`config.mk`:
```
export PLATFORM = sky130hd
export DESIGN_NAME = settings_regs
export DESIGN_NICKNAME = d
export VERILOG_FILES = /design/src/design/sdr_board_pkg.sv /design/src/design/settings_regs.sv
export VERILOG_INCLUDE_DIRS = /design/src /design/src/design
export SDC_FILE = /design/constraint.sdc
export NUM_CORES = 1
export LEC_CHECK = 0
export ABC_AREA = 0
export ABC_CLOCK_PERIOD_IN_PS = 7600
export BUFFER_PORTS_ARGS = -buffer_cell sky130_fd_sc_hd__buf_2
export CORE_AREA = 2 2 67 69
export CTS_CLUSTER_DIAMETER = 80
export CTS_CLUSTER_SIZE = 40
export DETAILED_ROUTE_END_ITERATION = 12
export DIE_AREA = 0 0 69 71
export PLACE_DENSITY = 0.82
export SYNTH_ARGS = -nofsm -noshare
export SYNTH_HDL_FRONTEND = slang
export SYNTH_SLANG_ARGS = --single-unit
```
`constraint.sdc`:
```
create_clock -name bus_clk -period 7.6 [get_ports bus_clk]
set_clock_uncertainty 0.2 [all_clocks]
set_input_delay 1.52 -clock bus_clk [delete_from_list [all_inputs] [get_ports bus_clk]]
set_output_delay 1.52 -clock bus_clk [all_outputs]
set_load 0.03 [all_outputs]
```
`src/design/sdr_board_defines.svh`:
```
// Board control constants for the SDR bring-up slice
// Hold-off length, codec SPI timing and APB register map

`ifndef SDR_BOARD_DEFINES_SVH
`define SDR_BOARD_DEFINES_SVH

////////////////////////////////////////
// Clock bring-up
////////////////////////////////////////

// Hold-off counter width, ready after 2**N cycles of lock
`define SDR_HOLDOFF_BITS 8

////////////////////////////////////////
// Codec SPI
////////////////////////////////////////

`define SDR_SPI_HALF 2     // bus_clk cycles per half SCLK period
`define SDR_SPI_BITS 24    // Transceiver frame length

////////////////////////////////////////
// APB register map, byte offsets
////////////////////////////////////////

`define SDR_REG_MISC     8'h00   // Ref select, codec run, PPS source
`define SDR_REG_FE_GPIO  8'h04   // RF switches, PA enable, LEDs
`define SDR_REG_SPI_DATA 8'h08   // Write starts a frame, read gives reply
`define SDR_REG_STATUS   8'h0C   // Read only

`endif

```
`src/design/sdr_board_pkg.sv`:
```
// Shared types for the SDR board control slice
// Bus words, control bytes and the SPI state encoding

`include "sdr_board_defines.svh"

package sdr_board_pkg;

   ////////////////////////////////////////
   // APB settings bus
   ////////////////////////////////////////

   typedef logic [7:0]  apb_addr_t;   // Byte address
   typedef logic [31:0] apb_data_t;

   ////////////////////////////////////////
   // Control words
   ////////////////////////////////////////

   typedef logic [`SDR_SPI_BITS-1:0] spi_word_t;   // One codec frame

   // Bits 7..3 switches and PA, bits 2..0 LEDs
   typedef logic [7:0] fe_gpio_t;

   // Bit0 ref_sel, bit1 codec_run, bit2 ext_ref_is_pps
   typedef logic [2:0] misc_t;

   // Codec SPI master FSM
   typedef enum logic [1:0] {
      SPI_IDLE,    // Enable high, waiting for a start
      SPI_LEAD,    // Enable low, first bit set up
      SPI_SHIFT,   // SCLK toggling
      SPI_TRAIL    // SCLK parked low before deselect
   } spi_state_t;

endpackage

```
`src/design/settings_regs.sv`:
```
// APB settings slave for the board control registers
// Holds MISC and FE_GPIO, launches codec SPI frames, reports status

`timescale 1ns/1ps
`include "sdr_board_defines.svh"

module settings_regs (
   input  logic                     bus_clk,
   input  logic                     bus_rst,
   input  logic                     psel,
   input  logic                     penable,
   input  logic                     pwrite,
   input  sdr_board_pkg::apb_addr_t paddr,
   input  sdr_board_pkg::apb_data_t pwdata,
   output sdr_board_pkg::apb_data_t prdata,
   output logic                     pready,
   output logic                     pslverr,
   output sdr_board_pkg::misc_t     misc,
   output sdr_board_pkg::fe_gpio_t  fe_gpio,
   output logic                     spi_start,
   output sdr_board_pkg::spi_word_t spi_tx_word,
   input  logic                     spi_busy,
   input  sdr_board_pkg::spi_word_t spi_rx_word,
   input  logic                     ext_ref_locked_sync
);

   import sdr_board_pkg::*;

   logic access;     // APB access phase
   logic spi_wr;     // Write aimed at SPI_DATA
   logic stall;      // Hold pready low
   logic wr_done;    // Write completes this cycle
   logic addr_hit;   // Offset is one of the four registers

   ////////////////////////////////////////
   // Handshake
   ////////////////////////////////////////

   assign access = psel && penable;
   assign spi_wr = pwrite && (paddr == `SDR_REG_SPI_DATA);

   // Back-pressure while a frame runs or is about to start
   assign stall = bus_rst || (spi_wr && (spi_busy || spi_start));

   assign pready  = access && !stall;
   assign wr_done = pready && pwrite;
   assign pslverr = pready && !addr_hit;   // Unmapped offset

   ////////////////////////////////////////
   // Read mux
   ////////////////////////////////////////

   always_comb begin
      addr_hit = 1'b1;
      prdata   = '0;
      case (paddr)
         `SDR_REG_MISC:     prdata = apb_data_t'(misc);
         `SDR_REG_FE_GPIO:  prdata = apb_data_t'(fe_gpio);
         `SDR_REG_SPI_DATA: prdata = apb_data_t'(spi_rx_word);   // Last codec reply
         `SDR_REG_STATUS:   prdata = apb_data_t'({spi_busy, ext_ref_locked_sync});
         default:           addr_hit = 1'b0;   // prdata stays zero
      endcase
   end

   ////////////////////////////////////////
   // Control registers
   ////////////////////////////////////////

   always_ff @(posedge bus_clk) begin
      if (bus_rst) begin
         misc      <= '0;
         fe_gpio   <= '0;
         spi_start <= 1'b0;
      end else begin
         spi_start <= wr_done && spi_wr;   // One-cycle launch pulse
         if (wr_done) begin
            case (paddr)
               `SDR_REG_MISC:    misc    <= pwdata[2:0];
               `SDR_REG_FE_GPIO: fe_gpio <= pwdata[7:0];
               default: ;   // STATUS read only
            endcase
         end
      end
   end

   // Frame word goes out with the start pulse
   always_ff @(posedge bus_clk) begin
      if (wr_done && spi_wr) begin
         spi_tx_word <= pwdata[`SDR_SPI_BITS-1:0];
      end
   end

   ////////////////////////////////////////
   // Checks
   ////////////////////////////////////////

   // pready only ends an access that had its setup cycle
   a_pready_in_access : assert property (
      @(posedge bus_clk) disable iff (bus_rst)
      pready |-> psel && penable && $past(psel)
   ) else $error("pready outside an APB access");

   // No launch into a busy SPI master
   a_start_when_idle : assert property (
      @(posedge bus_clk) disable iff (bus_rst)
      spi_start |-> !spi_busy
   ) else $error("spi_start while spi_busy");

endmodule

```
==> impl_metrics.toml <==
[setup_path]
start_kind = "input port"
worst_path_dominant_cell_family = "simple AND/OR/NAND/NOR gates"
crit_top_cell = "buf_2"
crit_arrival_ns = 3.22
required_ns = 5.88
regToRegSetupSlack_ns = 5.70
r2r_start = "spi_start$_SDFF_PP0_"
path_max_fanout = 19
critical_path_buf_inv_count = 2
path_depth = 5
critPathKind = "input port to primary output"
worst_path_max_delay_cell = "nor4_1"
endpoint_kind = "primary output"
reg2reg_depth = 2
cp_cell_sequence = "buf_2 > nor4_1 > and3_1 > and2_1 > buf_2"
worst_path_largest_cell_delay_ns = 0.65
startpoint = "paddr[5]"

[yosys]
yosysWarnings = 0
synth_top_flop_cell = "edfxtp_1"
yosys-top-cells-count = "edfxtp_1 (24), nand2b_1 (20), and2_1 (16), dfxtp_1 (12), mux2i_1 (12)"
ys_seq_area_frac = 0.580
synthCells = 132
synthTopCellsByArea = "edfxtp_1 (44%), dfxtp_1 (15%), nand2b_1 (7.6%)"
ys_ff_latch = 36
yosysMostFrequentCell = "edfxtp_1"
yosysTopAreaCell = "edfxtp_1"
synth_top_area_share = 0.435
synth_edf_count = 24
syn_area_mm2 = 0.00166
syn_area_per_cell_um2 = 12.5
async_flop_share = 0
synth.distinct_cells = 25

[min_path]
min_path_cells = 2
min_path_type = "flip-flop to flip-flop"
hp-start = "fe_gpio[7]$_SDFFE_PP0P_"

[sta]
rsz0062_at_grt = "no"
hold_violations = 0
layout_min_cycle_time_ns = 4.94
slew_violations = 0
worst_pin_slew_ns = 0.748
final_min_period_over_clock_period = 0.650
max_freq_ghz = 0.202
final-setup-viol-count = 0
relSlewSlack = 0.500
setup_tns_ns = 0

[clocking]
cts.clk_slew.worst_paths_ns = 0.06
cts_sinks = 36
cts.htree.levels = 2
clkLatencyLatePin_ns = 0.28
cts_root_buf = "clkbuf_8"
postCtsSetupRepairBufs = 0
cts_resized = 0
postCtsHoldBufs = 0
cts_buffers = 5
cts_buffer_depth = 2
cts_tree = "built"

[drt]
drtPass1Iterations = 5
viasPerCell = 4.49
ant_nets = 0
post-route-drc-count = 0
dr.first_iter.drc_count = 75
via_count = 1397
avgRoutedWirePerCell_um = 13.4
wirelength_um = 4170

[cells_and_area]
num_antenna_cells = 0
nFillCells = 395
syn_to_final_growth_pct = 43.9
seqCellArea_um2 = 961
drive_gt1_frac = 0.525
stdcell_count = 311
final_nets = 329
multi_input_area_um2 = 649

[placed_design]
port-buffer-count = 124
dp_hpwl_um = 3310
placed_cells = 303
place_congestion = 0.708

[grt]
antenna_found_initial = 0
grt_overflow = 0
grt_pass1_vias = 1302
grt_max_degree = 22
grt.total_usage = 0.164
grt_pass1_wl_um = 6280

[floorplanning]
pin_count = 141
row_count = 24
start_util = 0.394
design.die.area_mm2 = 0.00490
die_h_um = 71
core_area_mm2 = 0.00420
die_width_um = 69

[power]
pwr_density_cell_mw_per_mm2 = 156
p_leak_nw = 1.12
peakVddDrop_uv = 89.2

[job]
max-cap-violations = 0

[outcome]
status = "completed"
==> registers in the layout, indices dropped and copies added (netlist names) <==
register     cells
misc             3
spi_start        1
spi_tx_word     24
fe_gpio          8
==> per-stage QoR <==
stage           util  hold slack, ns  power [W]  instance area (um^2)  worst slack (ns)
2_1_floorplan      -           0.404   0.000233                  1680              1.95
3_3_place_gp   0.548           0.272   0.000248                  2300              2.76
3_5_place_dp   0.548           0.277   0.000249                  2300              2.66
4_1_cts        0.567           0.289   0.000376                  2380              2.68
5_1_grt        0.567           0.313   0.000387                  2380              2.44
6_report       0.567           0.288   0.000372                  2380              2.66
==> final timing paths <==
kind	endpoint
max	prdata[11]
min	fe_gpio[7]$_SDFFE_PP0P_
max reg2reg	spi_tx_word[15]$_DFFE_PP_
min reg2reg	fe_gpio[7]$_SDFFE_PP0P_
==> layout by cell type, fill, tap and decap left out, drive strengths merged, types with 2 or more instances in the layout <==
master and n:
and3 3, clkbuf 6, buf 125, edfxtp 24, nand2b 20, and2 16
clkinv 2, nor2 8, dfxtp 12, nor4 2, a22oi 5, conb 8
nor2b 2, mux4 2, nor4b 3, a21oi 2, mux2i 12
==> report_power, final <==
| group | internal (W) | total (W) | switching [W] |
|---|---|---|---|
| sequential | 0.000208 | 0.000208 | 0.0000000148 |
| clock | 0.0000625 | 0.000127 | 0.0000649 |
| combinational | 0.0000172 | 0.0000361 | 0.0000188 |
| total | 0.000288 | 0.000372 | 0.0000837 |
==> worst reg2reg max path, stage by stage (launching register included) <==
cell and delay (ns):
dfxtp_1 0.34, nor4b_2 0.64, buf_4 0.40
==> kinds of logic (layout without fill, tap and decap cells) <==
group | Yosys count | count (layout) | synth area share
and+or+nand+nor | 59 | 59 | 0.232
DFF | 36 | 36 | 0.580
muxes | 14 | 14 | 0.0997
buffers and inverters | 13 | 133 | 0.0476
AOI/OAI and AO/OA | 9 | 9 | 0.0385
other | 1 | 8 | 0.00226
==> area by class of cell <==
type                            count  share of cell area
Tap cell                           52              0.0273
Timing Repair Buffer              125               0.264
Clock inverter                      2             0.00315
Sequential cell                    36               0.403
Clock buffer                        6              0.0304
Multi-Input combinational cell     90               0.272
==> layer usage <==
layer  GRT usage  wire length [um]  vias to the layer above
li1            -                 -                      705
met5           0                 0                        -
met1       0.202              1770                      631
met3      0.0584               275                        2
met4      0.0327                12                        0
met2       0.282              2120                       59
No activity file was read; power rests on OpenSTA's default activity.
