--- config.mk ---
export PLATFORM = sky130hd
export DESIGN_NAME = spi_shift_ctrl
export DESIGN_NICKNAME = d
export VERILOG_FILES = /design/src/design/sdr_board_pkg.sv /design/src/design/spi_shift_ctrl.sv
export VERILOG_INCLUDE_DIRS = /design/src /design/src/design
export SDC_FILE = /design/constraint.sdc
export NUM_CORES = 1
export LEC_CHECK = 0
export BUFFER_PORTS_ARGS = -buffer_cell sky130_fd_sc_hd__clkbuf_2
export CAP_MARGIN = 20
export CORE_MARGIN = 2
export CORE_UTILIZATION = 50
export CTS_BUF_LIST = sky130_fd_sc_hd__clkbuf_8
export CTS_CLUSTER_SIZE = 14
export DETAILED_ROUTE_END_ITERATION = 8
export PLACE_DENSITY_LB_ADDON = 0.2
export SYNTH_ARGS = -nofsm -noshare
export SYNTH_HDL_FRONTEND = slang
export SYNTH_SLANG_ARGS = --single-unit
--- constraint.sdc ---
create_clock -name bus_clk -period 5.6 [get_ports bus_clk]
set_input_delay 0.56 -clock bus_clk [delete_from_list [all_inputs] [get_ports bus_clk]]
set_output_delay 0.56 -clock bus_clk [all_outputs]
set_load 0.02 [all_outputs]
--- src/design/sdr_board_defines.svh ---
// Board control constants for the SDR bring-up slice
// Hold-off length, codec SPI timing and APB register map

`ifndef SDR_BOARD_DEFINES_SVH
`define SDR_BOARD_DEFINES_SVH

////////////////////////////////////////
// Clock bring-up
////////////////////////////////////////

// Hold-off counter width, ready after 2**N cycles of lock
`define SDR_HOLDOFF_BITS 8

////////////////////////////////////////
// Codec SPI
////////////////////////////////////////

`define SDR_SPI_HALF 2     // bus_clk cycles per half SCLK period
`define SDR_SPI_BITS 24    // Transceiver frame length

////////////////////////////////////////
// APB register map, byte offsets
////////////////////////////////////////

`define SDR_REG_MISC     8'h00   // Ref select, codec run, PPS source
`define SDR_REG_FE_GPIO  8'h04   // RF switches, PA enable, LEDs
`define SDR_REG_SPI_DATA 8'h08   // Write starts a frame, read gives reply
`define SDR_REG_STATUS   8'h0C   // Read only

`endif

--- src/design/sdr_board_pkg.sv ---
// Shared types for the SDR board control slice
// Bus words, control bytes and the SPI state encoding

`include "sdr_board_defines.svh"

package sdr_board_pkg;

   ////////////////////////////////////////
   // APB settings bus
   ////////////////////////////////////////

   typedef logic [7:0]  apb_addr_t;   // Byte address
   typedef logic [31:0] apb_data_t;

   ////////////////////////////////////////
   // Control words
   ////////////////////////////////////////

   typedef logic [`SDR_SPI_BITS-1:0] spi_word_t;   // One codec frame

   // Bits 7..3 switches and PA, bits 2..0 LEDs
   typedef logic [7:0] fe_gpio_t;

   // Bit0 ref_sel, bit1 codec_run, bit2 ext_ref_is_pps
   typedef logic [2:0] misc_t;

   // Codec SPI master FSM
   typedef enum logic [1:0] {
      SPI_IDLE,    // Enable high, waiting for a start
      SPI_LEAD,    // Enable low, first bit set up
      SPI_SHIFT,   // SCLK toggling
      SPI_TRAIL    // SCLK parked low before deselect
   } spi_state_t;

endpackage

--- src/design/spi_shift_ctrl.sv ---
// Codec SPI master
// Shifts 24-bit frames out MSB first and captures the transceiver reply

`timescale 1ns/1ps
`include "sdr_board_defines.svh"

module spi_shift_ctrl (
   input  logic                     bus_clk,
   input  logic                     bus_rst,
   input  logic                     spi_start,
   input  sdr_board_pkg::spi_word_t spi_tx_word,
   output logic                     spi_busy,
   output sdr_board_pkg::spi_word_t spi_rx_word,
   output logic                     cat_spi_en,
   output logic                     cat_spi_clk,
   output logic                     cat_spi_di,
   input  logic                     cat_spi_do
);

   import sdr_board_pkg::*;

   localparam int DIV_W = $clog2(`SDR_SPI_HALF + 1);
   localparam int BIT_W = $clog2(`SDR_SPI_BITS);

   spi_state_t       state;
   logic [DIV_W-1:0] div_cnt;     // Cycles within a half period
   logic [BIT_W-1:0] bit_cnt;     // Bits sent so far
   logic             half_tick;   // Last cycle of a half period
   logic             last_bit;
   logic             cs_n;        // Internal enable, active low
   logic             sclk;        // Ungated serial clock
   spi_word_t        tx_shift;
   spi_word_t        rx_shift;

   assign half_tick = (div_cnt == DIV_W'(`SDR_SPI_HALF - 1));
   assign last_bit  = (bit_cnt == BIT_W'(`SDR_SPI_BITS - 1));

   ////////////////////////////////////////
   // FSM
   ////////////////////////////////////////

   always_ff @(posedge bus_clk) begin
      if (bus_rst) begin
         state   <= SPI_IDLE;
         cs_n    <= 1'b1;
         sclk    <= 1'b0;
         div_cnt <= '0;
         bit_cnt <= '0;
      end else begin
         // Divider free-runs only inside a frame
         div_cnt <= (state == SPI_IDLE || half_tick) ? '0 : div_cnt + 1'b1;
         case (state)
            SPI_IDLE: begin
               if (spi_start) begin
                  cs_n    <= 1'b0;
                  bit_cnt <= '0;
                  state   <= SPI_LEAD;
               end
            end
            SPI_LEAD: begin
               if (half_tick) state <= SPI_SHIFT;   // MSB already on DI
            end
            SPI_SHIFT: begin
               if (half_tick) begin
                  sclk <= !sclk;
                  if (sclk) begin   // Falling edge ends a bit
                     bit_cnt <= bit_cnt + 1'b1;
                     if (last_bit) state <= SPI_TRAIL;
                  end
               end
            end
            SPI_TRAIL: begin
               if (half_tick) begin
                  cs_n  <= 1'b1;
                  state <= SPI_IDLE;
               end
            end
            default: state <= SPI_IDLE;
         endcase
      end
   end

   ////////////////////////////////////////
   // Shift registers
   ////////////////////////////////////////

   always_ff @(posedge bus_clk) begin
      if (state == SPI_IDLE && spi_start) begin
         tx_shift <= spi_tx_word;
      end else if (state == SPI_SHIFT && half_tick && sclk) begin
         tx_shift <= {tx_shift[`SDR_SPI_BITS-2:0], 1'b0};   // Next bit while SCLK low
      end
      if (state == SPI_SHIFT && half_tick && !sclk) begin
         rx_shift <= {rx_shift[`SDR_SPI_BITS-2:0], cat_spi_do};   // Sample on rise
      end
      if (state == SPI_TRAIL && half_tick) begin
         spi_rx_word <= rx_shift;   // Stable once busy drops
      end
   end

   ////////////////////////////////////////
   // Pins
   ////////////////////////////////////////

   assign spi_busy    = (state != SPI_IDLE);
   assign cat_spi_en  = cs_n;
   assign cat_spi_clk = ~cs_n & sclk;                     // Gated off when deselected
   assign cat_spi_di  = ~cs_n & tx_shift[`SDR_SPI_BITS-1];

   // Clock parked low whenever the codec is deselected
   a_sclk_parked : assert property (
      @(posedge bus_clk) disable iff (bus_rst)
      cat_spi_en |-> !cat_spi_clk && !sclk
   ) else $error("SCLK not idle while cat_spi_en high");

endmodule

==> results.cfg <==
[floorplan]
dieArea_um2 = 6780
dieHeight_um = 82.3
io_pins = 56
die_x_um = 82.3
core_um2 = 5920
start_util = 0.518
rows = 28

[finish]
syn_to_final_growth_pct = 17.9
final_cell_mix = 72 x edfxtp_1, 55 x clkbuf_2, 23 x mux2_2
final_util = 0.611
drive_gt1_frac = 0.436
nNetsFinal = 266
fillCellCount = 449
layout_commonest_cell = edfxtp_1
n_antenna_cell = 0

[clocking]
clock_path_buffers = 2
hold_buffers = 0
clock-root-buffer = clkbuf_8
cts.sinks = 83
htree_levels = 3
cts_setup_buffers = 0
numCtsBuffers = 9
clk_pin_slew_ns = 0.08
ctsResizeCount = 0
insertion_delay_ns = 0.33
tritoncts = built

[logic_synthesis]
synth_top_family_by_area = multiplexers
synthSimpleGateAreaFrac = 0.0624
synth_largest_area_cell = edfxtp_1
synth_area_um2 = 3070
synth_edf_count = 72
async_flop_share = 0
synth_fa_ha_area_frac = 0.0285
synthMuxAreaShare = 0.0844
ys_types = 30
synth-xor-area-share = 0.0143
yosys.area.top_type_share = 0.704
synthFlopType = edfxtp_1
synth_compound_area_frac = 0.0236
ys_warn_count = 0
syn_inst = 167
synth_area_per_cell_um2 = 18.4
syn-num-nets = 202
yosys-top-cells-area = edfxtp_1 70%, mux2_2 8.4%, dfxtp_1 7.2%
yosysSeqAreaShare = 0.776
yosys_register_bits = 83

[worst_setup_path]
cp-end-kind = register
cp-start-kind = register
required_ns = 5.45
path_class = reg2reg
cpMaxStageDelayCell = nand2_1
crit_path_max_incr_delay_ns = 0.75
worstPathCellList = inv_1 -> ha_1 -> nand2_2 -> nand2_1
crit_arrival_ns = 2.34
worstPathMaxFanout = 26

[drt]
drc = 0
drt-wirelength-per-cell_um = 14.7
vias_per_cell = 4.96
first_iter_violations = 57
firstDrtPassIters = 4
routed_wirelength_um = 4580
ant_nets = 0
vias = 1542

[grt]
grt_overflow = 0
grt_use_total = 0.142
met2_usage = 0.215
grt_max_degree = 27
antenna_found_initial = 0
use_met1 = 0.189
grt_pass1_wl_um = 6840
busiest_layer = met2
grt_pass1_vias = 1429
use_met3 = 0.0457

[sta]
fin_worst_skew_ns = 0.00384
slew_violations = 0
setup_violations = 0
worst_pin_slew_ns = 0.996
clock.fmax_mhz = 403
finalSetupTns_ns = 0
max_slew_margin = 0.334
rsz0062_at_grt = no
finalHoldViolCount = 0
period_share = 0.443
fin_crit_ns = 2.48

[place]
io_buffers = 55
gp_congestion = 0.732
dp_hpwl_um = 3000

[min_path]
hp-class = in2reg

[power]
p_leak_nw = 1.34
ir_worst_vdd_mv = 0.257
power.density_nw_per_um2 = 430
power.total_mw = 1.56

[job]
drv_cap = 0

[run_status]
status = complete, no violations
==> layer usage <==
layer	vias up	wire length, um
met4	0	38
met2	38	2180
met5	-	0
li1	764	-
met1	736	2140
met3	4	220
==> report_power, final <==
group	leakage (nW)	switching (mW)	internal, mW
combinational	0.494	0.192	0.151
sequential	0.751	0.0325	0.799
clock	0.0910	0.217	0.165
total	1.34	0.441	1.12
==> cells in the mapped netlist, types with 2 or more instances <==
library cell / number
nand3_1: 3
mux2_2: 23
a21oi_1: 3
nand2_1: 3
dfxtp_1: 11
xnor2_1: 3
edfxtp_1: 72
o21bai_1: 3
inv_1: 5
nor2_1: 9
nor4_1: 4
xor2_1: 2
nor2b_1: 2
ha_1: 7
buf_2: 2
==> registers in the layout, indices dropped and copies added (netlist names) <==
signal,cells
tx_shift,24
bit_cnt,5
cat_spi_en,1
rx_shift,24
spi_rx_word,24
sclk,1
state,2
div_cnt,2
==> cell families after synthesis <==
group           after synthesis
fa+ha+maj                     7
buf+inv                       8
simple gates                 31
mux                          23
xor+xnor                      5
flops                        83
compound gates               10
==> final timing paths <==
kind / startpoint / slack (ns) / endpoint / cells past startpoint
hold reg to reg: rx_shift[23]$_DFFE_PP_ / 0.43 / spi_rx_word[23]$_DFFE_PP_ / 0
setup / recovery: state[0]$_SDFFE_PP0P_ / 3.12 / tx_shift[20]$_DFFE_PP_ / 4
hold / removal: cat_spi_do / 0.40 / rx_shift[0]$_DFFE_PP_ / 1
setup reg to reg: state[0]$_SDFFE_PP0P_ / 3.12 / tx_shift[20]$_DFFE_PP_ / 4
==> cell type report <==
type | count | area (um2) | share of cell area
flip-flops and latches | 83 | 2380 | 0.658
multi-input cells | 76 | 657 | 0.182
repair buffers | 56 | 290 | 0.0802
clock buffers | 9 | 124 | 0.0342
well taps | 75 | 93.8 | 0.0259
clock inverters | 7 | 52.6 | 0.0145
inverters | 5 | 18.8 | 0.00519
==> through the flow <==
step,hold WS [ns],setup slack (ns),std cells,cell area [um2]
6_report,0.396,3.12,311,3620
5_1_grt,0.369,2.87,311,3620
4_1_cts,0.381,3.05,310,3600
3_5_place_dp,0.418,3.08,294,3430
3_3_place_gp,0.403,3.14,294,3430
2_1_floorplan,0.400,3.39,167,3070
==> worst max-delay path, delay by kind of cell (launching register included) <==
kind                       cells  cell delay, ns
and+or+nand+nor                2            1.22
adders and majority gates      1            0.29
buffers and inverters          1            0.09
DFF                            1            0.38
No activity file was read; power rests on OpenSTA's default activity.
