## src/design/sdr_board_defines.svh

```systemverilog
// Board control constants for the SDR bring-up slice
// Hold-off length, codec SPI timing and APB register map

`ifndef SDR_BOARD_DEFINES_SVH
`define SDR_BOARD_DEFINES_SVH

////////////////////////////////////////
// Clock bring-up
////////////////////////////////////////

// Hold-off counter width, ready after 2**N cycles of lock
`define SDR_HOLDOFF_BITS 8

////////////////////////////////////////
// Codec SPI
////////////////////////////////////////

`define SDR_SPI_HALF 2     // bus_clk cycles per half SCLK period
`define SDR_SPI_BITS 24    // Transceiver frame length

////////////////////////////////////////
// APB register map, byte offsets
////////////////////////////////////////

`define SDR_REG_MISC     8'h00   // Ref select, codec run, PPS source
`define SDR_REG_FE_GPIO  8'h04   // RF switches, PA enable, LEDs
`define SDR_REG_SPI_DATA 8'h08   // Write starts a frame, read gives reply
`define SDR_REG_STATUS   8'h0C   // Read only

`endif

```

## src/design/sdr_board_pkg.sv

```systemverilog
// Shared types for the SDR board control slice
// Bus words, control bytes and the SPI state encoding

`include "sdr_board_defines.svh"

package sdr_board_pkg;

   ////////////////////////////////////////
   // APB settings bus
   ////////////////////////////////////////

   typedef logic [7:0]  apb_addr_t;   // Byte address
   typedef logic [31:0] apb_data_t;

   ////////////////////////////////////////
   // Control words
   ////////////////////////////////////////

   typedef logic [`SDR_SPI_BITS-1:0] spi_word_t;   // One codec frame

   // Bits 7..3 switches and PA, bits 2..0 LEDs
   typedef logic [7:0] fe_gpio_t;

   // Bit0 ref_sel, bit1 codec_run, bit2 ext_ref_is_pps
   typedef logic [2:0] misc_t;

   // Codec SPI master FSM
   typedef enum logic [1:0] {
      SPI_IDLE,    // Enable high, waiting for a start
      SPI_LEAD,    // Enable low, first bit set up
      SPI_SHIFT,   // SCLK toggling
      SPI_TRAIL    // SCLK parked low before deselect
   } spi_state_t;

endpackage

```

## src/design/frontend_ctrl.sv

```systemverilog
// RF front end, LED and reference select outputs
// Registers the switch mapping and syncs the external reference lock

`timescale 1ns/1ps

module frontend_ctrl (
   input  logic                    bus_clk,
   input  logic                    bus_rst,
   input  sdr_board_pkg::fe_gpio_t fe_gpio,
   input  sdr_board_pkg::misc_t    misc,
   input  logic                    pps_in,
   input  logic                    clkin_10mhz,
   input  logic                    ext_ref_locked,
   output logic                    ext_ref_locked_sync,
   output logic                    clkin_10mhz_req,
   output logic                    fe_tx_pa_en,
   output logic                    fe_sel_rx_rx2,
   output logic                    fe_sel_trx_tx,
   output logic                    fe_sel_rx_trx,
   output logic                    fe_sel_trx_rx,
   output logic                    led_trx_r,
   output logic                    led_trx_g,
   output logic                    led_rx2_g,
   output logic                    led_s0,
   output logic                    led_s1,
   output logic                    cat_resetn
);

   logic lock_meta;   // First synchronizer stage
   logic ext_ref;     // Selected reference

   // PPS wins over 10 MHz, neither gives zero
   assign ext_ref = misc[2] ? pps_in : (misc[0] ? clkin_10mhz : 1'b0);

   assign led_s1 = ~ext_ref;               // LEDs are active low
   assign led_s0 = ~ext_ref_locked_sync;

   ////////////////////////////////////////
   // Output registers
   ////////////////////////////////////////

   always_ff @(posedge bus_clk) begin
      if (bus_rst) begin
         {fe_tx_pa_en, fe_sel_rx_rx2, fe_sel_trx_tx, fe_sel_rx_trx, fe_sel_trx_rx} <= '0;
         {led_trx_r, led_trx_g, led_rx2_g} <= 3'b111;   // LEDs off
         cat_resetn          <= 1'b0;   // Codec held in reset
         clkin_10mhz_req     <= 1'b0;
         lock_meta           <= 1'b0;
         ext_ref_locked_sync <= 1'b0;
      end else begin
         {fe_tx_pa_en, fe_sel_rx_rx2, fe_sel_trx_tx, fe_sel_rx_trx, fe_sel_trx_rx} <= fe_gpio[7:3];
         led_trx_r           <= ~fe_gpio[0];
         led_trx_g           <= ~fe_gpio[1];
         led_rx2_g           <= ~fe_gpio[2];
         cat_resetn          <= misc[1];    // codec_run
         clkin_10mhz_req     <= misc[0];    // ref_sel
         lock_meta           <= ext_ref_locked;
         ext_ref_locked_sync <= lock_meta;
      end
   end

endmodule

```

## config.mk

```make
export PLATFORM = sky130hd
export DESIGN_NAME = frontend_ctrl
export DESIGN_NICKNAME = d
export VERILOG_FILES = /design/src/design/sdr_board_pkg.sv /design/src/design/frontend_ctrl.sv
export VERILOG_INCLUDE_DIRS = /design/src /design/src/design
export SDC_FILE = /design/constraint.sdc
export NUM_CORES = 1
export LEC_CHECK = 0
export ABC_AREA = 1
export BUFFER_PORTS_ARGS = -buffer_cell sky130_fd_sc_hd__buf_2
export CAP_MARGIN = 20
export CORE_MARGIN = 5
export CORE_UTILIZATION = 25
export DETAILED_ROUTE_END_ITERATION = 10
export PLACE_DENSITY_LB_ADDON = 0.05
export SYNTH_ARGS = -nofsm -noshare
export SYNTH_HDL_FRONTEND = slang
export SYNTH_SLANG_ARGS = --single-unit
```

## constraint.sdc

```tcl
create_clock -name bus_clk -period 0.8 [get_ports bus_clk]
set_clock_uncertainty 0.15 [all_clocks]
set_input_delay 0.16 -clock bus_clk [delete_from_list [all_inputs] [get_ports bus_clk]]
set_output_delay 0.16 -clock bus_clk [all_outputs]
set_load 0.01 [all_outputs]
```

==> results of run 1 <==
Yosys cell counts:
| library cell | n | area, um^2 |
|---|---|---|
| nand2_1 | 7 | 26.3 |
| inv_2 | 1 | 3.75 |
| nor2_1 | 9 | 33.8 |
| inv_1 | 12 | 45.0 |
| dfxtp_1 | 12 | 240 |
| buf_6 | 1 | 11.3 |
path summary, 6_finish.rpt:
| path | start | cells after the start | end | slack [ps] |
|---|---|---|---|---|
| hold / removal | fe_gpio[1] | 2 | led_trx_g$_SDFF_PP1_ | -90 |
| setup reg to reg | lock_meta$_SDFF_PP0_ | 2 | ext_ref_locked_sync$_SDFF_PP0_ | 180 |
| hold reg to reg | lock_meta$_SDFF_PP0_ | 2 | ext_ref_locked_sync$_SDFF_PP0_ | 250 |
| setup / recovery | ext_ref_locked_sync$_SDFF_PP0_ | 2 | led_s0 | -260 |
layout make-up:
type,instances,area (um^2),share of cell area
Clock buffer,4,36.3,0.0617
Timing Repair Buffer,28,178,0.302
Inverter,13,48.8,0.0830
Sequential cell,12,244,0.415
Multi-Input combinational cell,16,62.6,0.106
Tap cell,15,18.8,0.0319
registers in the layout, indices dropped and copies added, names as in the netlist:
name	cells
led_trx_r	1
led_rx2_g	1
lock_meta	1
fe_sel_trx_rx	1
cat_resetn	1
fe_sel_rx_trx	1
fe_sel_rx_rx2	1
fe_sel_trx_tx	1
led_trx_g	1
clkin_10mhz_req	1
fe_tx_pa_en	1
ext_ref_locked_sync	1
report_power, final:
part / switching, uW / leakage (uW) / internal [uW] / total, uW
logic: 65.9 / 0.000221 / 79.7 / 146
registers: 8.44 / 0.000101 / 630 / 638
clock network: 186 / 0.0000210 / 276 / 462
total: 260 / 0.000343 / 985 / 1250
cells by family after synthesis:
logic type             synth area share
DFF                               0.667
buffers and inverters             0.167
and+or+nand+nor                   0.167
per-layer routing:
layer,GRT usage,routed length (um),up-vias
met5,0,0,-
li1,-,-,176
met1,0.0511,255,140
met4,0,0,0
met3,0.0677,124,0
met2,0.127,369,19
repair_timing:
| action | CTS | global route |
|---|---|---|
| pin swaps | 3 | 3 |
| hold endpoints to repair | 11 | 11 |
| gates resized for setup | 4 | 9 |
| endpoints found under the setup margin | 13 | 13 |
metrics by stage:
| stage | total power [uW] | cell area, um^2 | std cells |
|---|---|---|---|
| 5_1_grt | 1330 | 588 | 88 |
| 3_5_place_dp | 777 | 508 | 84 |
| 4_1_cts | 1260 | 561 | 88 |
| 6_report | 1250 | 588 | 88 |
| 3_3_place_gp | 776 | 508 | 84 |
| 2_1_floorplan | 708 | 360 | 42 |
critical path, delay by kind of cell, from the launching register on:
family	cells	cell delay, ps
buffers and inverters	2	150
flip-flops	1	340
==> out/qor.yml, run 1 <==
global_routing:
  antenna_found_initial: 0
  grt_pass1_wl_um: 1030
  grt_max_degree: 11
  grt.total_usage: 0.0674
  grt_pass1_vias: 294
  grt_overflow: 0
worst_setup_path:
  crit_arrival_ps: 750
  criticalPathCategory: "reg2out"
  critPathCaptureType: "output pin"
  worstPathMaxFanout: 2
  critical_path_required_ps: 490
  cp_cell_sequence: "inv_2 > buf_6"
  slowest_delay_ps: 340
  worstSetupStartpointType: "flop"
  cpMaxStageDelayCell: "dfxtp_2"
timing:
  max_slew.worst_pin.slew_ps: 191
  finalHoldViolations: 11
  setup_tns_ps: -2490
  rsz0062_at_grt: "true"
  final-setup-viol-count: 13
  slew_headroom: 0.873
  clock.fmax_ghz: 0.945
  setup_slack_ps: -258
  drv_slew: 0
  timing.hold.ws_ps: -94.3
  fin_crit_ps: 1060
  fin_crit_sh: 1.32
routing:
  via_per_inst: 3.81
  antenna_left: 0
  drc: 0
  drtIter0Drc: 1
  drt_pass1_iterations: 2
  wl_um: 749
  wl_per_cell_um: 8.51
  vias: 335
layout:
  drive_above_1_share: 0.548
  syn_to_final_growth_pct: 63.2
  fill_cells: 153
  nets: 90
  antennaDiodeCount: 0
  mostFrequentLayoutCells: "buf_2 (22), inv_1 (9), nor2_1 (9), dfxtp_1 (9)"
  final_common_cell: "buf_2"
  utilization: 0.441
synthesis:
  synthCells: 42
  ys_seq_area_frac: 0.667
  ys_seq_elements: 12
  ys_warn_count: 0
  avgSynthCellArea_um2: 8.58
  synth_area_um2: 360
  synthesis.nets: 58
  synth_cell_types: 6
status:
  violations: "hold timing, setup timing"
  status: "finished with violations"
placed_design:
  port-buffer-count: 28
  gp_congestion: 0.710
  hpwlAfterDp_um: 593
  pre_cts_slack_ps: -28.5
clock_tree:
  h-tree-depth: 1
  tritoncts: "done"
  clockBufferDepth: 2
  cts_buffers: 3
  clk_latency_ps: 260
  clock-sinks: 12
  cts-root-buf: "clkbuf_4"
  cts_setup_buffers: 0
  clk_pin_slew_ps: 70
job:
  maxCapViolCount: 0
floorplan:
  die_h_um: 48.0
  ios: 29
  core_area_mm2: 0.00133
  placementRows: 13
  dieArea_mm2: 0.00230
  initial_core_util: 0.270
  die_w_um: 48.0
power:
  peakVddDrop_mv: 1.27
  power.density_mw_per_mm2: 2120
  leakage_uw: 0.000343
hold_path:
  hold_path.class: "in2reg"
(Power assumes the default switching activity.)
==> inputs of run 2 (changes only) <==
TNS_END_PERCENT = 10   (was default)
clock period = 0.96 ns   (was 0.8 ns; I/O delays follow)
==> run 2 against run 1 <==
Against the previous run:
- the run ends with setup timing left
- largest power group unchanged
- via count grew 11%
- register-to-register slack gained 150 ps
- global-route usage grew 1.1 points
==> out/qor.yml, run 2 (synthesized netlist as in run 1, its figures left out) <==
worst_setup_path:
  critPathCaptureType: "output pin"
  timing.critical_path.to: "led_s0"
  rr_worst_depth: 2  # unchanged
  startpoint: "ext_ref_locked_sync$_SDFF_PP0_"
  criticalPathCategory: "reg2out"
  worstPathMaxFanout: 2  # unchanged
  critical_path_required_ps: 620  # +130 ps
  r2r_slack_ps: 330  # +150 ps
  worstSetupStartpointType: "flop"
  r2r_end: "ext_ref_locked_sync$_SDFF_PP0_"
  crit_arrival_ps: 750  # about the same
  r2r-start: "lock_meta$_SDFF_PP0_"
clock_tree:
  clock-sinks: 12  # unchanged
  tritoncts: "done"
  clk_pin_slew_ps: 70  # about the same
  clockBufferDepth: 2  # unchanged
  h-tree-depth: 1  # unchanged
  cts_setup_buffers: 0  # unchanged
  cts_buffers: 3  # unchanged
  clk_latency_ps: 260  # about the same
  cts-root-buf: "clkbuf_4"
timing:
  fin_crit_sh: 1.14
  setup_slack_ps: -133  # +125 ps
  rsz0062_at_grt: "true"
  final-setup-viol-count: 12  # -1
  fin_crit_ps: 1090
  clock.fmax_ghz: 0.915
  slew_headroom: 0.872  # about the same
  finalHoldViolations: 0  # -11
  max_slew.worst_pin.slew_ps: 191  # +0.208 ps
  drv_slew: 0  # unchanged
routing:
  wl_um: 836  # +12%
  wl_per_cell_um: 8.44  # -0.79%
  drt_pass1_iterations: 2  # unchanged
  antenna_left: 0  # unchanged
  vias: 371  # +11%
  drc: 0  # unchanged
  drtIter0Drc: 1  # unchanged
  via_per_inst: 3.75  # -1.6%
global_routing:
  antenna_found_initial: 0  # unchanged
  grt.total_usage: 0.0780  # +0.0106
  grt_pass1_wl_um: 1210  # +17%
  grt_overflow: 0  # unchanged
  grt_pass1_vias: 321  # +9.2%
  grt_max_degree: 11  # unchanged
floorplan:
  core_area_mm2: 0.00133  # unchanged
  initial_core_util: 0.270  # unchanged
  placementRows: 13  # unchanged
  dieArea_mm2: 0.00230  # unchanged
  die_h_um: 48.0  # unchanged
  die_w_um: 48.0  # unchanged
  ios: 29  # unchanged
power:
  p_switching_uw: 224  # -14%
  p_int_uw: 842  # -15%
  sequentialPowerShare: 0.499  # -0.013
  peakVddDrop_mv: 1.04  # -18%
  p_total_uw: 1070  # -14%
  power.share.clock: 0.364  # -0.007
  leakage_uw: 0.000384  # +12%
  power.density_mw_per_mm2: 1570  # -26%
  swShare: 0.210  # +0.00107
  pwr-share-comb: 0.137  # +0.020
status:
  status: "finished with violations"
  violations: "setup timing"
job:
  maxCapViolCount: 0  # unchanged
placed_design:
  pre_cts_slack_ps: 67.5  # +96.0 ps
  hpwlAfterDp_um: 593  # unchanged
  gp_congestion: 0.710  # unchanged
  port-buffer-count: 28  # unchanged
layout:
  drive_above_1_share: 0.440  # -0.107
  antennaDiodeCount: 0  # unchanged
  syn_to_final_growth_pct: 87.8
  final_common_cell: "buf_2"
  nets: 101  # +12%
  mostFrequentLayoutCells: "buf_2 (25), inv_1 (11), dlygate4sd3_1 (11)"
hold_path:
  hp-start: "bus_rst"
  hold_path.class: "in2reg"
[run 2: cell count changes in the layout (fill, tap and decap cells not counted)]
cell / change
buf_2: +3
buf_6: -3
nand2_1: +1
inv_2: -2
inv_1: +2
nand2_2: -1
dlygate4sd3_1: +11
[run 2: worst max-delay path, stage by stage (launching register included)]
cell and delay (ps):
dfxtp_2 350, inv_2 40, buf_6 110
[run 2: worst min path at each step]
stage | to | slack [ps] | cells past startpoint
floorplan | led_rx2_g$_SDFF_PP1_ | 110 | 1
global placement | led_trx_r$_SDFF_PP1_ | 220 | 2
detailed placement | led_trx_g$_SDFF_PP1_ | 210 | 2
CTS | ext_ref_locked_sync$_SDFF_PP0_ | 70 | 2
global route | ext_ref_locked_sync$_SDFF_PP0_ | 60 | 2
finish | fe_sel_trx_rx$_SDFF_PP0_ | 70 | 2
[run 2: through the flow]
stage	hold WS (ps)	setup TNS, ps	util	area [um^2]	instances
global placement	216	0	0.381	508	84
finish	67.7	-952	0.508	677	99
CTS	70.7	-1110	0.492	656	99
global route	64.4	-1430	0.508	677	99
floorplan	111	0	-	360	42
detailed placement	214	0	0.381	508	84
[run 2: layer usage]
layer,track usage,up-vias,part of all wire
met4,0,0,0
met5,0,-,0
met2,0.140,19,0.46
met1,0.0711,154,0.40
li1,-,198,-
met3,0.0677,0,0.14
[run 2: layout make-up]
cell class	instances	area (um^2)
clock buffer	4	36.3
timing repair buffer	39	269
tap	15	18.8
sequential	12	244
multi-input combinational	16	60.1
fill	142	657
inverter	13	48.8
[run 2: timing repair]
action                                 in CTS  in global routing
hold buffers                               11                  0
endpoints found under the hold margin      11                  0
gates cloned                                0                  0
resized for setup                           1                  6
setup endpoints to repair                  12                 12
[run 2: power groups by stage]
| stage | Clock (uW) | Combinational, uW | Sequential [uW] |
|---|---|---|---|
| after floorplan | 0 | 35.1 | 555 |
| after global placement | 0 | 106 | 541 |
| after detailed placement | 0 | 107 | 541 |
| after CTS | 404 | 141 | 530 |
| after global routing | 438 | 163 | 534 |
| final | 388 | 146 | 532 |
==> inputs of run 3 (changes only) <==
CELL_PAD_IN_SITES_DETAIL_PLACEMENT = 1   (was default)
CELL_PAD_IN_SITES_GLOBAL_PLACEMENT = 1   (was default)
CORE_UTILIZATION = 21   (was 25)
==> run 3 against run 2 <==
Against the previous run:
- the run still ends with setup timing left
- count of clock-buffer cells in the layout unchanged
- sequential share of layout area decreased by 0.55 points
- via count increased by 0.54%
- worst setup slack improved by 15 ps
- combinational power increased by 4%
- largest cell class unchanged
==> out/qor.yml, run 3 (synthesized netlist as in run 1, its figures left out) <==
routing:
  via_per_inst: 3.69  # -1.5%
  drt_pass1_iterations: 2  # unchanged
  wl_um: 983  # +18%
  drc: 0  # unchanged
  wl_per_cell_um: 9.73  # +15%
  antenna_left: 0  # unchanged
  vias: 373  # +0.54%
  drtIter0Drc: 2  # +1
floorplan:
  core_area_mm2: 0.00167  # +25%
  die_w_um: 51.4  # +7.2%
  initial_core_util: 0.216  # -0.0544
  die_h_um: 51.4  # +7.2%
  placementRows: 15  # +2
  ios: 29  # unchanged
  dieArea_mm2: 0.00264  # +15%
global_routing:
  grt_pass1_wl_um: 1390  # +15%
  antenna_found_initial: 0  # unchanged
  grt_overflow: 0  # unchanged
  grt.total_usage: 0.0740  # -0.00399
  grt_pass1_vias: 374  # +17%
  grt_max_degree: 11  # unchanged
clock_tree:
  cts_setup_buffers: 0  # unchanged
  cts_buffers: 3  # unchanged
  cts-root-buf: "clkbuf_4"
  clockBufferDepth: 2  # unchanged
  clock-sinks: 12  # unchanged
  clk_pin_slew_ps: 70  # about the same
  clk_latency_ps: 260  # about the same
  tritoncts: "done"
  h-tree-depth: 1  # unchanged
timing:
  rsz0062_at_grt: "true"
  setup_slack_ps: -118  # +14.9 ps
  finalHoldViolations: 0  # unchanged
  max_slew.worst_pin.slew_ps: 196  # +4.61 ps
  drv_slew: 0  # unchanged
  clock.fmax_ghz: 0.927  # +1.4%
  final-setup-viol-count: 12  # unchanged
  setup_tns_ps: -960  # -8.17 ps
  slew_headroom: 0.869  # -0.00307
  fin_crit_ps: 1080  # -14.9 ps
  fin_crit_sh: 1.12  # -0.0155
layout:
  syn_to_final_growth_pct: 92.7
  nets: 101  # unchanged
  multiInputGateArea_um2: 60.1  # unchanged
  final_common_cell: "buf_2"
  antennaDiodeCount: 0  # unchanged
  seqCellArea_um2: 246  # +1.0%
  mostFrequentLayoutCells: "buf_2 (23), inv_1 (11), dlygate4sd3_1 (11)"
  fin_cells: 101  # +2.0%
  final_area_um2: 694  # +2.6%
  drive_above_1_share: 0.464  # +0.0238
  fill_cells: 207  # +46%
worst_setup_path:
  criticalPathCategory: "reg2out"
  worstSetupStartpointType: "flop"
  critPathCaptureType: "output pin"
  crit_arrival_ps: 740  # about the same
  worstPathMaxFanout: 2  # unchanged
  critical_path_required_ps: 620  # about the same
hold_path:
  hold_path.class: "in2reg"
power:
  peakVddDrop_mv: 0.509  # -51%
  p_total_uw: 1080  # +1.2%
  leakage_uw: 0.000389  # +1.1%
  power.density_mw_per_mm2: 1550  # -1.4%
status:
  violations: "setup timing"
  status: "finished with violations"
placed_design:
  hpwlAfterDp_um: 665  # +12%
  gp_congestion: 0.615  # -13%
  port-buffer-count: 28  # unchanged
  dpl.cell_count: 86  # +2.4%
  placed_cell_area_um2: 510  # +0.49%
  pre_cts_slack_ps: 63.0  # -4.53 ps
job:
  maxCapViolCount: 0  # unchanged
run 3: changes by cell type in the layout (fill, tap and decap cells not counted):
cell     change
buf_2        -2
buf_6        +2
dfxtp_1      -2
dfxtp_2      +2
run 3: final timing paths:
| check | slack [ps] | to | start | depth (start not counted) |
|---|---|---|---|---|
| worst max-delay path | -120 | led_s0 | ext_ref_locked_sync$_SDFF_PP0_ | 2 |
| worst min-delay path | 70 | fe_sel_trx_rx$_SDFF_PP0_ | bus_rst | 2 |
| worst max register to register | 330 | ext_ref_locked_sync$_SDFF_PP0_ | lock_meta$_SDFF_PP0_ | 2 |
| worst min register to register | 250 | ext_ref_locked_sync$_SDFF_PP0_ | lock_meta$_SDFF_PP0_ | 2 |
run 3: layout make-up:
class	instances	share of cell area
Multi-Input combinational cell	16	0.0865
Sequential cell	12	0.355
Tap cell	17	0.0306
Inverter	13	0.0703
Timing Repair Buffer	39	0.405
Clock buffer	4	0.0523
run 3: timing repair:
action | 4_1_cts | 5_1_grt
hold buffers | 11 | 0
endpoints found under the hold margin | 11 | 0
gates resized for setup | 1 | 10
endpoints found under the setup margin | 12 | 12
run 3: through the flow:
step           utilization  hold WS, ps
2_1_floorplan            -          111
3_3_place_gp         0.306          217
3_5_place_dp         0.306          215
4_1_cts              0.394         70.9
5_1_grt              0.416         78.5
6_report             0.416         74.2
run 3: layer usage:
metal	routed length, um	GRT usage	vias up
li1	-	-	197
met1	360	0.0657	156
met2	501	0.125	20
met3	121	0.0496	0
met4	0	0.0393	0
met5	0	0	-
run 3: worst max-delay path, cell delays in order, from the launching register on:
cell     delay [ps]
dfxtp_2         330
inv_2            30
buf_6           110
run 3: where the power goes:
part | total (uW) | switching [uW] | internal [uW]
combinational | 152 | 60.2 | 92.2
sequential | 534 | 8.33 | 526
clock | 392 | 162 | 230
